<file path="src/include/bridge_defines.svh">
`ifndef BRIDGE_DEFINES_SVH
`define BRIDGE_DEFINES_SVH

// System clock in Hz
`define BRIDGE_CLK_FREQ_HZ 10_000_000

// Serial line rate in baud
// 10 MHz / (62.5k * 16) gives 10 clocks per oversample tick, 160 per bit
`define BRIDGE_BAUD_RATE 62_500

// Receiver oversampling factor
`define BRIDGE_OVERSAMPLE 16

// Number of byte registers in the bank
// Valid addresses are 0 .. BRIDGE_REG_COUNT-1
`define BRIDGE_REG_COUNT 16

`endif // BRIDGE_DEFINES_SVH

</file>
<file path="src/source/uart_pkg.sv">
// Serial line level types shared by receiver and transmitter
package uart_pkg;

    // Receiver frame states
    typedef enum logic [1:0] {
        RX_IDLE,   // Waiting for falling edge
        RX_START,  // Start bit, sampled at half period
        RX_DATA,   // Eight data bits, LSB first
        RX_STOP    // Stop bit framing check
    } rx_state_t;

    // Transmitter frame states
    typedef enum logic [1:0] {
        TX_IDLE,  // Line high, ready for a byte
        TX_START,
        TX_DATA,
        TX_STOP
    } tx_state_t;

endpackage

</file>
<file path="src/source/cmd_pkg.sv">
// Command level types for the register bridge
package cmd_pkg;

    // Opcode byte values, ASCII 'P', 'W', 'R'
    typedef enum logic [7:0] {
        OP_PING  = 8'h50,
        OP_WRITE = 8'h57,
        OP_READ  = 8'h52
    } opcode_t;

    // First response byte of every command
    typedef enum logic [7:0] {
        ST_OK       = 8'hA0,
        ST_BAD_OP   = 8'hE1,  // Unknown opcode
        ST_BAD_ADDR = 8'hE2,  // Address beyond bank
        ST_FRAMING  = 8'hE3   // Stop bit low on a command byte
    } status_t;

    // Engine states
    typedef enum logic [2:0] {
        ENG_GET_OP,
        ENG_GET_ADDR,
        ENG_GET_DATA,     // Write only
        ENG_SEND_STATUS,
        ENG_SEND_DATA     // Read only, after status
    } eng_state_t;

endpackage

</file>
<file path="src/source/uart_rx.sv">
`timescale 1ns/100ps

`include "bridge_defines.svh"

module uart_rx (
    input  logic       clk,
    input  logic       rst,
    input  logic       rxd,       // Host serial line
    output logic [7:0] rx_data,   // Received byte, undefined on error
    output logic       rx_valid,  // One-cycle pulse per frame
    output logic       rx_error,  // Stop bit sampled low
    output logic       rx_busy    // Start detect up to stop sample
);

    localparam int OVERSAMPLE = `BRIDGE_OVERSAMPLE;
    localparam int TICK_DIV   = `BRIDGE_CLK_FREQ_HZ / (`BRIDGE_BAUD_RATE * OVERSAMPLE);
    localparam int DIV_W      = $clog2(TICK_DIV);
    localparam int OS_W       = $clog2(OVERSAMPLE);
    localparam int FRAME_CLKS = 10 * OVERSAMPLE * TICK_DIV;  // Start + 8 data + stop

    uart_pkg::rx_state_t state;

    logic [1:0]      sync_q;    // Two-stage synchronizer
    logic            rxd_s;     // Synchronized line
    logic            rxd_prev;  // Last synced level, for edge detect
    logic            start_edge;
    logic [DIV_W-1:0] div_cnt;  // Clocks within one oversample tick
    logic            os_tick;
    logic [OS_W-1:0] os_cnt;    // Ticks since last sample point
    logic [OS_W-1:0] os_target;
    logic            sample;    // Mid-bit sample strobe
    logic [2:0]      bit_cnt;
    logic [7:0]      shift_q;

    always_ff @(posedge clk) begin
        if (rst) begin
            sync_q   <= 2'b11;  // Line idles high
            rxd_prev <= 1'b1;
        end else begin
            sync_q   <= {sync_q[0], rxd};
            rxd_prev <= rxd_s;
        end
    end

    assign rxd_s = sync_q[1];

    // Needs a real high-to-low edge, so a line stuck low after a framing error is not a start
    assign start_edge = rxd_prev & ~rxd_s;

    // Tick divider held at zero in idle so timing counts from the start edge
    always_ff @(posedge clk) begin
        if (rst) begin
            div_cnt <= '0;
        end else if (state == uart_pkg::RX_IDLE || os_tick) begin
            div_cnt <= '0;
        end else begin
            div_cnt <= div_cnt + 1'b1;
        end
    end

    assign os_tick = (div_cnt == DIV_W'(TICK_DIV - 1));

    // Half a bit to mid-start, then a full bit between samples
    assign os_target = (state == uart_pkg::RX_START) ? OS_W'(OVERSAMPLE / 2 - 1)
                                                     : OS_W'(OVERSAMPLE - 1);
    assign sample    = os_tick && (os_cnt == os_target);

    always_ff @(posedge clk) begin
        if (rst) begin
            os_cnt <= '0;
        end else if (state == uart_pkg::RX_IDLE || sample) begin
            os_cnt <= '0;  // Recenter on every sample point
        end else if (os_tick) begin
            os_cnt <= os_cnt + 1'b1;
        end
    end

    always_ff @(posedge clk) begin
        if (rst) begin
            state    <= uart_pkg::RX_IDLE;
            bit_cnt  <= '0;
            rx_valid <= 1'b0;
            rx_error <= 1'b0;
        end else begin
            rx_valid <= 1'b0;  // Pulse by default
            rx_error <= 1'b0;
            case (state)
                uart_pkg::RX_IDLE: begin
                    if (start_edge) state <= uart_pkg::RX_START;
                end
                uart_pkg::RX_START: begin
                    if (sample) begin
                        if (rxd_s) begin
                            state <= uart_pkg::RX_IDLE;  // Glitch, not a start bit
                        end else begin
                            state   <= uart_pkg::RX_DATA;
                            bit_cnt <= '0;
                        end
                    end
                end
                uart_pkg::RX_DATA: begin
                    if (sample) begin
                        bit_cnt <= bit_cnt + 1'b1;
                        if (bit_cnt == 3'd7) state <= uart_pkg::RX_STOP;
                    end
                end
                uart_pkg::RX_STOP: begin
                    if (sample) begin
                        state    <= uart_pkg::RX_IDLE;
                        rx_valid <= 1'b1;
                        rx_error <= ~rxd_s;  // Framing check
                    end
                end
            endcase
        end
    end

    // Byte path
    always_ff @(posedge clk) begin
        if (state == uart_pkg::RX_DATA && sample) begin
            shift_q <= {rxd_s, shift_q[7:1]};  // LSB arrives first
        end
        if (state == uart_pkg::RX_STOP && sample) begin
            rx_data <= shift_q;
        end
    end

    assign rx_busy = (state != uart_pkg::RX_IDLE);

    a_valid_pulse: assert property (@(posedge clk) disable iff (rst)
        rx_valid |=> !rx_valid);

    a_error_with_valid: assert property (@(posedge clk) disable iff (rst)
        rx_error |-> rx_valid);

    // A started frame always finishes or aborts inside one frame time
    a_busy_clears: assert property (@(posedge clk) disable iff (rst)
        $rose(rx_busy) |-> ##[1:FRAME_CLKS] !rx_busy);

endmodule

</file>
<file path="src/source/uart_tx.sv">
`timescale 1ns/100ps

`include "bridge_defines.svh"

module uart_tx (
    input  logic       clk,
    input  logic       rst,
    input  logic [7:0] tx_data,   // Byte to send
    input  logic       tx_valid,
    output logic       tx_ready,  // High in idle only
    output logic       txd        // Bridge serial line
);

    localparam int BIT_CLKS = `BRIDGE_CLK_FREQ_HZ / `BRIDGE_BAUD_RATE;  // 160 at defaults
    localparam int CNT_W    = $clog2(BIT_CLKS);

    uart_pkg::tx_state_t state;

    logic [CNT_W-1:0] bit_clk;  // Clocks within current bit
    logic             bit_end;  // Last clock of a bit
    logic [2:0]       bit_cnt;  // Data bit index
    logic [7:0]       shift_q;  // Remaining data bits
    logic             xfer;

    assign tx_ready = (state == uart_pkg::TX_IDLE);
    assign xfer     = tx_valid && tx_ready;
    assign bit_end  = (bit_clk == CNT_W'(BIT_CLKS - 1));

    always_ff @(posedge clk) begin
        if (rst) begin
            state   <= uart_pkg::TX_IDLE;
            txd     <= 1'b1;
            bit_clk <= '0;
            bit_cnt <= '0;
        end else begin
            if (state == uart_pkg::TX_IDLE || bit_end) begin
                bit_clk <= '0;
            end else begin
                bit_clk <= bit_clk + 1'b1;
            end
            case (state)
                uart_pkg::TX_IDLE: begin
                    if (xfer) begin
                        state <= uart_pkg::TX_START;
                        txd   <= 1'b0;  // Start bit right after transfer
                    end
                end
                uart_pkg::TX_START: begin
                    if (bit_end) begin
                        state   <= uart_pkg::TX_DATA;
                        txd     <= shift_q[0];
                        bit_cnt <= '0;
                    end
                end
                uart_pkg::TX_DATA: begin
                    if (bit_end) begin
                        bit_cnt <= bit_cnt + 1'b1;
                        if (bit_cnt == 3'd7) begin
                            state <= uart_pkg::TX_STOP;
                            txd   <= 1'b1;
                        end else begin
                            txd <= shift_q[0];  // Already shifted to next bit
                        end
                    end
                end
                uart_pkg::TX_STOP: begin
                    if (bit_end) state <= uart_pkg::TX_IDLE;  // Full stop bit sent
                end
            endcase
        end
    end

    // Data latch and shifter
    always_ff @(posedge clk) begin
        if (xfer) begin
            shift_q <= tx_data;
        end else if (bit_end && (state == uart_pkg::TX_START || state == uart_pkg::TX_DATA)) begin
            shift_q <= {1'b0, shift_q[7:1]};
        end
    end

    a_idle_high: assert property (@(posedge clk) disable iff (rst)
        tx_ready |-> txd);

endmodule

</file>
<file path="src/source/cmd_engine.sv">
`timescale 1ns/100ps

`include "bridge_defines.svh"

module cmd_engine (
    input  logic       clk,
    input  logic       rst,
    input  logic [7:0] rx_data,   // Command byte from receiver
    input  logic       rx_valid,  // Pulse, no back-pressure
    input  logic       rx_error,  // Framing error on this byte
    input  logic       tx_ready,
    output logic [7:0] tx_data,   // Response byte
    output logic       tx_valid
);

    localparam int REG_COUNT = `BRIDGE_REG_COUNT;
    localparam int IDX_W     = $clog2(REG_COUNT);

    cmd_pkg::eng_state_t state;
    cmd_pkg::opcode_t    opcode_q;   // WRITE or READ in progress
    cmd_pkg::status_t    status_q;   // Pending status byte
    logic [7:0]          addr_q;
    logic                send_rd_q;  // Read data follows status
    logic [7:0]          regs [REG_COUNT];
    logic                rx_addr_ok; // Incoming byte is a valid address
    logic                addr_ok;    // Latched address is valid
    logic                wr_en;
    logic [IDX_W-1:0]    idx;

    assign idx        = addr_q[IDX_W-1:0];
    assign rx_addr_ok = (32'(rx_data) < REG_COUNT);
    assign addr_ok    = (32'(addr_q) < REG_COUNT);

    // Store only on a clean data byte with an in-range address
    assign wr_en = (state == cmd_pkg::ENG_GET_DATA) && rx_valid && !rx_error && addr_ok;

    always_ff @(posedge clk) begin
        if (rst) begin
            state     <= cmd_pkg::ENG_GET_OP;
            opcode_q  <= cmd_pkg::OP_PING;
            status_q  <= cmd_pkg::ST_OK;
            addr_q    <= '0;
            send_rd_q <= 1'b0;
        end else begin
            case (state)
                cmd_pkg::ENG_GET_OP: begin
                    send_rd_q <= 1'b0;
                    if (rx_valid) begin
                        if (rx_error) begin
                            status_q <= cmd_pkg::ST_FRAMING;
                            state    <= cmd_pkg::ENG_SEND_STATUS;
                        end else begin
                            case (rx_data)
                                cmd_pkg::OP_PING: begin
                                    status_q <= cmd_pkg::ST_OK;
                                    state    <= cmd_pkg::ENG_SEND_STATUS;
                                end
                                cmd_pkg::OP_WRITE, cmd_pkg::OP_READ: begin
                                    opcode_q <= cmd_pkg::opcode_t'(rx_data);
                                    state    <= cmd_pkg::ENG_GET_ADDR;
                                end
                                default: begin
                                    status_q <= cmd_pkg::ST_BAD_OP;  // Answer at once
                                    state    <= cmd_pkg::ENG_SEND_STATUS;
                                end
                            endcase
                        end
                    end
                end
                cmd_pkg::ENG_GET_ADDR: begin
                    if (rx_valid) begin
                        addr_q <= rx_data;
                        if (rx_error) begin
                            status_q <= cmd_pkg::ST_FRAMING;
                            state    <= cmd_pkg::ENG_SEND_STATUS;
                        end else if (opcode_q == cmd_pkg::OP_WRITE) begin
                            state <= cmd_pkg::ENG_GET_DATA;
                        end else begin
                            // Read answers now, data byte only when in range
                            status_q  <= rx_addr_ok ? cmd_pkg::ST_OK : cmd_pkg::ST_BAD_ADDR;
                            send_rd_q <= rx_addr_ok;
                            state     <= cmd_pkg::ENG_SEND_STATUS;
                        end
                    end
                end
                cmd_pkg::ENG_GET_DATA: begin
                    if (rx_valid) begin
                        if (rx_error) begin
                            status_q <= cmd_pkg::ST_FRAMING;
                        end else begin
                            status_q <= addr_ok ? cmd_pkg::ST_OK : cmd_pkg::ST_BAD_ADDR;
                        end
                        state <= cmd_pkg::ENG_SEND_STATUS;
                    end
                end
                cmd_pkg::ENG_SEND_STATUS: begin
                    // rx pulses dropped while sending
                    if (tx_ready) begin
                        state <= send_rd_q ? cmd_pkg::ENG_SEND_DATA : cmd_pkg::ENG_GET_OP;
                    end
                end
                cmd_pkg::ENG_SEND_DATA: begin
                    if (tx_ready) state <= cmd_pkg::ENG_GET_OP;
                end
                default: state <= cmd_pkg::ENG_GET_OP;
            endcase
        end
    end

    // Register bank, cleared on reset
    always_ff @(posedge clk) begin
        if (rst) begin
            for (int i = 0; i < REG_COUNT; i++) begin
                regs[i] <= 8'h00;
            end
        end else if (wr_en) begin
            regs[idx] <= rx_data;
        end
    end

    // Bank is not written in send states, so the read byte holds
    assign tx_valid = (state == cmd_pkg::ENG_SEND_STATUS) || (state == cmd_pkg::ENG_SEND_DATA);
    assign tx_data  = (state == cmd_pkg::ENG_SEND_DATA) ? regs[idx] : status_q;

    a_tx_hold: assert property (@(posedge clk) disable iff (rst)
        tx_valid && !tx_ready |=> tx_valid && $stable(tx_data));

endmodule

</file>
<file path="src/source/uart_bridge_top.sv">
`timescale 1ns/100ps

module uart_bridge_top (
    input  logic clk,
    input  logic rst,
    input  logic rxd,  // From host
    output logic txd   // To host, idles high
);

    logic [7:0] rx_data;
    logic       rx_valid;
    logic       rx_error;
    logic       rx_busy;   // Internal only
    logic [7:0] tx_data;
    logic       tx_valid;
    logic       tx_ready;

    uart_rx uart_rx_i (
        .clk      (clk),
        .rst      (rst),
        .rxd      (rxd),
        .rx_data  (rx_data),
        .rx_valid (rx_valid),
        .rx_error (rx_error),
        .rx_busy  (rx_busy)
    );

    // Parses commands and owns the register bank
    cmd_engine cmd_engine_i (
        .clk      (clk),
        .rst      (rst),
        .rx_data  (rx_data),
        .rx_valid (rx_valid),
        .rx_error (rx_error),
        .tx_ready (tx_ready),
        .tx_data  (tx_data),
        .tx_valid (tx_valid)
    );

    uart_tx uart_tx_i (
        .clk      (clk),
        .rst      (rst),
        .tx_data  (tx_data),
        .tx_valid (tx_valid),
        .tx_ready (tx_ready),
        .txd      (txd)
    );

endmodule

</file>
<file path="config.mk">
export PLATFORM = sky130hd
export DESIGN_NAME = uart_bridge_top
export DESIGN_NICKNAME = d
export VERILOG_FILES = /design/src/source/uart_pkg.sv /design/src/source/cmd_pkg.sv /design/src/source/uart_rx.sv /design/src/source/uart_tx.sv /design/src/source/cmd_engine.sv /design/src/source/uart_bridge_top.sv
export VERILOG_INCLUDE_DIRS = /design/src /design/src/include
export SDC_FILE = /design/constraint.sdc
export NUM_CORES = 1
export LEC_CHECK = 0
export BUFFER_PORTS_ARGS = -buffer_cell sky130_fd_sc_hd__buf_4
export CORE_AREA = 2 2 141 143
export CTS_CLUSTER_SIZE = 25
export DETAILED_ROUTE_END_ITERATION = 7
export DIE_AREA = 0 0 143 145
export GPL_TIMING_DRIVEN = 0
export REMOVE_ABC_BUFFERS = 1
export SLEW_MARGIN = 20
export SYNTH_ARGS = -nofsm -noshare
export SYNTH_HDL_FRONTEND = slang
export SYNTH_HIERARCHICAL = 1
export SYNTH_SLANG_ARGS = --single-unit
</file>
<file path="constraint.sdc">
create_clock -name clk -period 7.9 [get_ports clk]
set_clock_uncertainty 0.05 [all_clocks]
set_input_delay 0.395 -clock clk [delete_from_list [all_inputs] [get_ports clk]]
set_output_delay 0.395 -clock clk [all_outputs]
set_load 0.01 [all_outputs]
</file>
==> impl_metrics.csv, run 1 <==
group,metric,value,unit
outcome,status,"finished, final reports clean",
clock_network,clock_sinks,211,
cells_and_area,final_cells,987,
global_routing,grt_overflow,0,
synthesis,syn_inst,720,
worst_hold_path,hp-start,"rxd",
clock_network,ctsHoldBuffers,0,
worst_setup_path,worst_ep_arrival_time,3.20,ns
timing,final_max_slew_viol_count,0,
synthesis,ys_warn_count,6,
worst_hold_path,hold_path.class,"input port to flip-flop",
global_routing,gr-usage-met3,2.61,%
drt,first_iter_violations,367,
cells_and_area,syn_to_final_growth,9.56,%
drt,ant_nets,0,
worst_setup_path,cp.depth,5,
worst_setup_path,crit_family,"simple AND/OR/NAND/NOR gates",
global_routing,grt_first_pass_wirelength,31400,um
flow_run,cap_violations,0,
clock_network,cts_buffers,23,
global_routing,antenna_found_initial,0,
die,design.die.area,20700,um2
worst_setup_path,crit_fanout,13,
worst_setup_path,cpPeakStageDelay,0.57,ns
worst_setup_path,path_cells,"or4bb_1 > nor4_2 > nand3b_1 > nor2_1 > or2_1",
clock_network,clockBufferDepth,3,
drt,drc,0,
clock_network,htreeDepth,1,
clock_network,cts-resized-gates,0,
worst_setup_path,regToRegEndpoint,"cmd_engine_i/regs[10][6]",
timing,worst_pin_slew,0.835,ns
power,power_density,228,nW/um2
global_routing,grt_busiest_layer,"met2",
timing,tns,0,ns
worst_setup_path,startpoint_type,"flip-flop",
worst_setup_path,reg2reg_slack,4.80,ns
placed_design,gp_congestion,0.762,
cells_and_area,fin_nets,725,
clock_network,tritoncts,"built",
timing,setup_slack,4.80,ns
die,core,19200,um2
worst_setup_path,cp.required,8.00,ns
worst_hold_path,worstHoldPathCells,2,
timing,period_minus_slack,3.10,ns
clock_network,clock-root-buffer,"clkbuf_16",
drt,avgRoutedWirePerCell,20.0,um
placed_design,pre_cts_ws,4.82,ns
drt,dr.pass1.iters,5,
synthesis,synthesis.area,9480,um2
clock_network,cts_setup_buffers,0,
timing,period_share,39.3,%
synthesis,syn_avg_cell_area,13.2,um2
drt,vias,5510,
timing,finalSetupViolCount,0,
cells_and_area,antenna_cells,0,
die,ios,4,
worst_setup_path,critical_path_class,"flip-flop to flip-flop",
power,total_power,2.37,mW
worst_setup_path,rr_worst_depth,5,
placed_design,hpwl,12600,um
die,rows,51,
global_routing,groute.usage.overall,19.5,%
global_routing,grtUsageMet1,26.5,%
global_routing,grt_util_met2,33.2,%
drt,via_per_inst,5.58,
cells_and_area,drive_gt1_share,14.0,%
timing,rsz0062_at_grt,"no",
cells_and_area,fill_cells,1598,
worst_setup_path,worstReg2RegStart,"cmd_engine_i/state[1]",
power,p_leak,3.49,nW
drt,drt_wl_total,19700,um
clock_network,clk_pin_slew,0.06,ns
placed_design,port_buffers,3,
worst_setup_path,end_kind,"flip-flop",
cells_and_area,design_area,10400,um2
timing,slew_headroom,44.0,%
global_routing,grt_pass1_vias,5766,
power,vdd.ir_drop.worst,0.152,mV
worst_setup_path,crit_slowest_cell,"dfxtp_1",
clock_network,clk_latency,0.51,ns
die,die-height,145,um
placed_design,dp_cells,948,
timing,hold_viol,0,
worst_hold_path,whs_endpoint,"uart_rx_i/sync_q[0]",
worst_setup_path,crit_buf_inv,0,
die,start_util,49.4,%
timing,fmax,0.322,GHz
die,die_w,143,um
placed_design,place_area,9680,um2
global_routing,grt_max_degree,58,
final cells by class:
class / count / area (um2) / area share (%)
timing repair buffer: 3 / 22.5 / 0.217
clock inverter: 7 / 62.6 / 0.602
inverter: 13 / 48.8 / 0.470
sequential: 211 / 5750 / 55.4
multi-input combinational: 456 / 3530 / 34.0
clock buffer: 32 / 641 / 6.16
tap: 265 / 332 / 3.19
power breakdown:
| part | switching [mW] | internal, mW |
|---|---|---|
| Clock | 0.409 | 0.596 |
| Combinational | 0.0729 | 0.0479 |
| Sequential | 0.0164 | 1.22 |
| Total | 0.499 | 1.87 |
worst max-delay path by stage:
| stage | from | end | slack [ns] |
|---|---|---|---|
| CTS | cmd_engine_i/state[1] | cmd_engine_i/regs[4][3] | 4.80 |
| global placement | flip-flop | uart_tx_i/shift_q[3] | 3.94 |
| detailed placement | cmd_engine_i/state[1] | cmd_engine_i/regs[4][3] | 4.82 |
| global route | cmd_engine_i/state[1] | cmd_engine_i/regs[14][7] | 4.63 |
| floorplan | flip-flop | uart_tx_i/shift_q[2] | 4.66 |
| finish | cmd_engine_i/state[1] | cmd_engine_i/regs[10][6] | 4.80 |
sequential cells by signal, indices dropped and copies added (netlist names), 2 cells and up, named ones only:
name and flops:
uart_rx_i/bit_cnt 3, uart_rx_i/div_cnt 4, cmd_engine_i/status_q 3, uart_tx_i/state 2
uart_tx_i/bit_clk 8, uart_rx_i/os_cnt 4, cmd_engine_i/opcode_q 8, cmd_engine_i/state 3
cmd_engine_i/addr_q 8, cmd_engine_i/regs 128, uart_tx_i/shift_q 8, uart_rx_i/rx_data 8
uart_rx_i/sync_q 2, uart_tx_i/bit_cnt 3, uart_rx_i/shift_q 8
layer usage:
metal	share of wire [%]	wire [um]	vias to the layer above
li1	-	-	2592
met1	44	8680	2779
met2	50	9850	109
met3	4.1	816	30
met4	2.0	395	0
met5	0	0	-
worst reg2reg max path, cell delays in order (launching register included):
cell and delay, ns:
dfxtp_1 0.57, or4bb_1 0.45, nor4_2 0.39, nand3b_1 0.28, nor2_1 0.53, or2_1 0.48
layout by cell type (no fill, tap or decap), types with 3 or more instances in the layout:
master     instances
mux2i_1           16
a21oi_1           22
nand4b_1           3
clkbuf_16         24
dfxtp_1           56
o31ai_1            3
clkbuf_1           7
or2_1             16
nand4_1            9
nand2_1           35
nor4b_1            3
or4b_1             3
or4_1              3
a22oi_1            3
nor2b_1            5
edfxtp_1         152
and2_1           134
nor2_1            52
inv_1             13
nand2b_1           6
xnor2_1            5
nor3_2             5
buf_4              3
nand3b_1           4
o21ai_0            9
xor2_1             6
nand3_1            8
clkinv_2           4
or3_1              4
nor3_1             4
mux4_2            35
ha_1              14
mux2_2             9
o21ai_1            3
through the flow:
stage | util (%) | hold slack, ns
6_report | 54.1 | 0.0181
2_1_floorplan | - | 0.339
5_1_grt | 54.1 | 0.00324
3_3_place_gp | 50.4 | 0.345
3_5_place_dp | 50.4 | 0.344
4_1_cts | 54.1 | 0.000129
(Power assumes the default switching activity.)
==> run 2: changes to the inputs <==
- PLACE_DENSITY: unset -> 0.67
- clock period: 7.9 -> 2.5 ns (I/O delays scaled with it)
==> run 2 against run 1 <==
Compared with the run above: flip-flop and latch count unchanged; via count up 1.6%; register-to-register slack worse by 4.8 ns; sequential power rose to 3.2 times the previous value; hold slack better by 0.083 ns; total power rose to 3.1 times the previous value; clock power rose to 3.1 times the previous value; maximum frequency up 26%; critical path depth up 2; worst setup slack worse by 4.8 ns; die area unchanged; cell count up 2.1%.
==> impl_metrics.csv, run 2 (synthesis gave the netlist of run 1 again) <==
group,metric,value,unit
outcome,status,"finished, final reports clean",
power,power_density,689,nW/um2
drt,dr_wl_met2,9980,um
worst_setup_path,end_kind,"flip-flop",
power,vdd.ir_drop.worst,0.396,mV
worst_setup_path,crit_start,"cmd_engine_i/state[2]",
timing,slew_headroom,43.9,%
power,p_leak,3.59,nW
power,pwr-share-comb,5.3,%
timing,period_minus_slack,2.45,ns
worst_setup_path,crit_buf_inv,2,
die,rows,51,
worst_setup_path,rr_worst_depth,7,
drt,wl_met1,8480,um
worst_setup_path,startpoint_type,"flip-flop",
drt,first_iter_violations,411,
clock_network,clock_sinks,211,
global_routing,groute.usage.overall,18.8,%
timing,finalSetupViolCount,0,
timing,holdWs,0.101,ns
drt,via_per_inst,5.55,
worst_setup_path,cp.required,2.65,ns
drt,dr.pass1.iters,5,
global_routing,grt_max_degree,58,
clock_network,cts_buffers,23,
drt,avgRoutedWirePerCell,19.6,um
flow_run,cap_violations,0,
power,total_power,7.42,mW
timing,period_share,98.1,%
clock_network,clk_latency,0.50,ns
global_routing,antenna_found_initial,0,
drt,vias,5599,
cells_and_area,regMostFlops,"cmd_engine_i/regs",
power,netSwitchingFraction,21.0,%
global_routing,grt_first_pass_wirelength,30300,um
drt,wl_met3,791,um
die,start_util,49.4,%
timing,rsz0062_at_grt,"no",
placed_design,hpwl,12100,um
die,die-height,145,um
drt,ant_nets,0,
timing,final_max_slew_viol_count,0,
worst_setup_path,reg2reg_slack,0.05,ns
power,p_switching,1.56,mW
cells_and_area,drive_gt1_share,21.1,%
drt,drt_wl_total,19700,um
worst_setup_path,crit_fanout,13,
worst_setup_path,regToRegEndpoint,"cmd_engine_i/regs[6][6]",
cells_and_area,fin_nets,745,
cells_and_area,largest_register_ffs,128,
power,clockPowerShare,42.0,%
worst_setup_path,cp-endpoint,"cmd_engine_i/regs[6][6]",
worst_setup_path,crit_slowest_cell,"or4bb_4",
power,pwr-share-seq,52.7,%
cells_and_area,antenna_cells,0,
cells_and_area,final_common_cell,"edfxtp_1",
clock_network,clock-root-buffer,"clkbuf_16",
clock_network,htreeDepth,1,
die,design.die.area,20700,um2
cells_and_area,final_cell_mix,"edfxtp_1, and2_1, dfxtp_1",
global_routing,grt_overflow,0,
worst_setup_path,worstReg2RegStart,"cmd_engine_i/state[2]",
worst_setup_path,path_cells,"or4bb_4 > nor4_4 > buf_4 > nand3b_1 > buf_4 > nor2_4 > or2_4",
timing,hold_viol,0,
worst_setup_path,crit_family,"simple AND/OR/NAND/NOR gates",
die,ios,4,
worst_setup_path,worst_ep_arrival_time,2.60,ns
placed_design,gp_congestion,0.789,
drt,drc,0,
worst_setup_path,critical_path_class,"flip-flop to flip-flop",
cells_and_area,fill_cells,1523,
worst_setup_path,cp_common_cell,"buf_4",
worst_hold_path,hold_path.class,"input port to flip-flop",
timing,fmax,0.408,GHz
power,cellInternalPower,5.86,mW
clock_network,clk_pin_slew,0.06,ns
die,die_w,143,um
timing,worst_pin_slew,0.838,ns
worst_setup_path,cp.depth,7,
clock_network,clockBufferDepth,3,
global_routing,grt_pass1_vias,5662,
die,core,19200,um2
cells_and_area,syn_to_final_growth,13.6,%
drt,dr.max_layer_used,"met4",
worst_setup_path,cpPeakStageDelay,0.57,ns
clock_network,tritoncts,"built",
placed_design,port_buffers,3,
==> run 2: cell count changes in the layout (fill, tap and decap cells not counted), sizes merged <==
| cell | previous run | this run |
|---|---|---|
| buf | 3 | 22 |
| clkinv | 5 | 9 |
| clkbuf | 32 | 29 |
| inv | 14 | 13 |
| dlygate4sd3 | 0 | 1 |
| clkinvlp | 0 | 1 |
==> run 2: power by group through the flow <==
| stage | Combinational, mW | Clock, mW | Sequential (mW) |
|---|---|---|---|
| after floorplan | 0.266 | 0 | 3.97 |
| after global placement | 0.367 | 0 | 3.98 |
| after detailed placement | 0.378 | 0 | 3.99 |
| after CTS | 0.398 | 3.18 | 3.91 |
| after global routing | 0.433 | 3.29 | 3.92 |
| final | 0.397 | 3.11 | 3.91 |
==> run 2: layout make-up <==
type	instances	area [um2]	area share, %
clock inverter	11	77.6	0.720
clock buffer	29	618	5.74
inverter	13	48.8	0.453
sequential	211	5760	53.5
multi-input combinational	456	3730	34.6
timing repair buffer	23	204	1.89
tap	265	332	3.08
==> run 2: what timing repair did <==
action | CTS | global route
endpoints found under the setup margin | 221 | 173
endpoints found under the hold margin | 1 | 0
hold buffers | 1 | 0
setup buffers | 12 | 7
pin swaps | 6 | 7
resized for setup | 48 | 11
==> run 2: how the worst min path moves through the flow <==
stage / start / end / slack, ns / cells after the start
2_1_floorplan: rst / cmd_engine_i/addr_q[4] / 0.14 / 1
3_3_place_gp: rxd / uart_rx_i/sync_q[0] / 0.27 / 2
3_5_place_dp: rxd / uart_rx_i/sync_q[0] / 0.26 / 2
4_1_cts: rst / uart_rx_i/bit_cnt[0] / 0.1 / 2
5_1_grt: rst / uart_rx_i/bit_cnt[0] / 0.14 / 2
6_report: rst / uart_rx_i/bit_cnt[0] / 0.10 / 2
==> run 2: worst reg2reg max path, delay by kind of cell, from the launching register on <==
kind	cells	cell delay (ns)
buffers and inverters	2	0.37
DFF	1	0.40
and+or+nand+nor	5	1.33
==> run 2: metal layers <==
metal  vias up  global-route usage (%)
met1      2837                    25.3
met5         -                       0
met4         0                    4.80
met3        30                    2.34
met2        98                    32.4
li1       2634                       -
==> run 2: through the flow <==
step           instance area, um2  setup TNS (ns)  utilization, %  setup WS [ns]  std cells
4_1_cts                     10700               0            55.6         0.0111       1001
5_1_grt                     10800               0            56.1        0.00193       1008
2_1_floorplan                9320           -4.81               -         -0.745        680
3_5_place_dp                 9680          -60.84            50.4         -0.517        948
6_report                    10800               0            56.1         0.0466       1008
3_3_place_gp                 9670          -62.47            50.4          -1.38        948
==> run 3: changes to the inputs <==
- clock period: 2.5 -> 2.05 ns (I/O delays scaled with it)
==> run 3 against run 2 <==
Compared with the run above: the flow now finishes with violations (setup timing); flip-flop and latch count unchanged; critical endpoint is now uart_tx_i/shift_q[4]; cell count is 4.9% higher; wire length rose by 12%; count of clock-buffer cells in the layout is the same; critical path type unchanged; via count rose by 6.5%; sequential share of layout area fell by 3.6 points; die area stayed put; global-route usage up 2.6 points; total power up 22%.
==> impl_metrics.csv, run 3 (synthesis gave the netlist of run 1 again) <==
group,metric,value,unit
global_routing,grt_pass1_vias,6031,
cells_and_area,regMostFlops,"cmd_engine_i/regs",
drt,drc,0,
clock_network,clockBufferDepth,3,
power,vdd.ir_drop.worst,0.480,mV
clock_network,clock-root-buffer,"clkbuf_16",
clock_network,cts_buffers,23,
global_routing,grt_first_pass_wirelength,33800,um
timing,fmax,0.426,GHz
timing,worst_pin_slew,0.708,ns
cells_and_area,final_common_cell,"edfxtp_1",
timing,finalSetupViolCount,253,
drt,first_iter_violations,481,
global_routing,grt_overflow,0,
cells_and_area,drive_gt1_share,33.0,%
outcome,violations,"setup timing",
worst_setup_path,end_kind,"flip-flop",
power,power_density,786,nW/um2
drt,vias,5965,
global_routing,grt_max_degree,58,
die,die_w,143,um
cells_and_area,syn_to_final_growth,22.0,%
outcome,status,"complete, but fails checks",
die,rows,51,
placed_design,gp_congestion,0.789,
timing,setup_slack,-0.298,ns
die,die-height,145,um
timing,hold_viol,0,
timing,final_max_slew_viol_count,0,
worst_setup_path,worst_ep_arrival_time,2.55,ns
timing,period_share,115,%
timing,period_minus_slack,2.35,ns
worst_hold_path,hp-start,"rst",
cells_and_area,design_area,11600,um2
drt,ant_nets,0,
clock_network,clk_pin_slew,0.06,ns
clock_network,clk_latency,0.50,ns
global_routing,groute.usage.overall,21.4,%
die,start_util,49.4,%
placed_design,hpwl,12100,um
power,p_leak,3.99,nW
worst_hold_path,hold_path.class,"input port to flip-flop",
worst_setup_path,startpoint_type,"flip-flop",
cells_and_area,final_util,60.2,%
die,core,19200,um2
drt,via_per_inst,5.64,
cells_and_area,antenna_cells,0,
timing,holdWs,0.0728,ns
cells_and_area,largest_register_ffs,128,
global_routing,antenna_found_initial,0,
worst_setup_path,critical_path_class,"flip-flop to flip-flop",
cells_and_area,fin_nets,794,
timing,slew_headroom,52.7,%
clock_network,htreeDepth,1,
placed_design,place_area,9680,um2
clock_network,tritoncts,"built",
drt,drt_wl_total,22200,um
die,design.die.area,20700,um2
cells_and_area,final_cell_mix,"edfxtp_1, and2_1, dfxtp_1",
worst_setup_path,cp.required,2.25,ns
placed_design,port_buffers,3,
die,ios,4,
drt,avgRoutedWirePerCell,21.0,um
timing,rsz0062_at_grt,"yes",
flow_run,cap_violations,0,
worst_setup_path,crit_fanout,7,
drt,dr.pass1.iters,5,
clock_network,clock_sinks,211,
run 3: repair_timing:
action	4_1_cts	5_1_grt
buffers inserted	56	14
setup endpoints to repair	288	311
resized for setup	118	51
hold buffers	1	0
endpoints found under the hold margin	1	0
gates cloned	1	0
pin swaps	45	12
run 3: final cells by class:
type,count,area (um2)
fill,1420,7640
sequential,211,5770
multi-input combinational,456,4000
timing repair buffer,72,723
clock buffer,29,618
tap,265,332
clock inverter,11,77.6
inverter,13,48.8
run 3: metrics by stage:
stage                     setup WS (ns)  cells  setup TNS (ns)  total power, mW
after global routing             -0.354   1057          -55.04             9.34
after CTS                        -0.280   1046          -31.77             9.14
after global placement            -1.83    948         -185.69             5.30
after floorplan                   -1.19    680          -39.19             5.17
final                            -0.298   1057          -33.89             9.09
after detailed placement         -0.967    948         -184.85             5.32
run 3: path summary, 6_finish.rpt:
path | endpoint | slack [ns] | cells after the start
min | uart_rx_i/bit_cnt[0] | 0.07 | 2
max | uart_tx_i/shift_q[4] | -0.30 | 5
min reg2reg | uart_rx_i/sync_q[1] | 0.37 | 1
max reg2reg | uart_tx_i/shift_q[4] | -0.30 | 5
run 3: power by group:
group | total, mW | internal, mW | switching (mW)
logic | 0.504 | 0.209 | 0.295
registers | 4.77 | 4.70 | 0.0629
clock network | 3.82 | 2.24 | 1.58
run 3: critical path, stage by stage, from the launching register on:
cell	delay, ns
dfxtp_4	0.42
buf_12	0.15
mux4_2	0.55
mux4_2	0.49
and2_4	0.17
mux2_4	0.26
run 3: routing by layer:
layer | vias up | global-route usage, % | wire, um
li1 | 2740 | - | -
met3 | 41 | 3.70 | 1470
met5 | - | 0 | 0
met2 | 188 | 36.3 | 11200
met1 | 2996 | 28.6 | 8850
met4 | 0 | 5.54 | 608
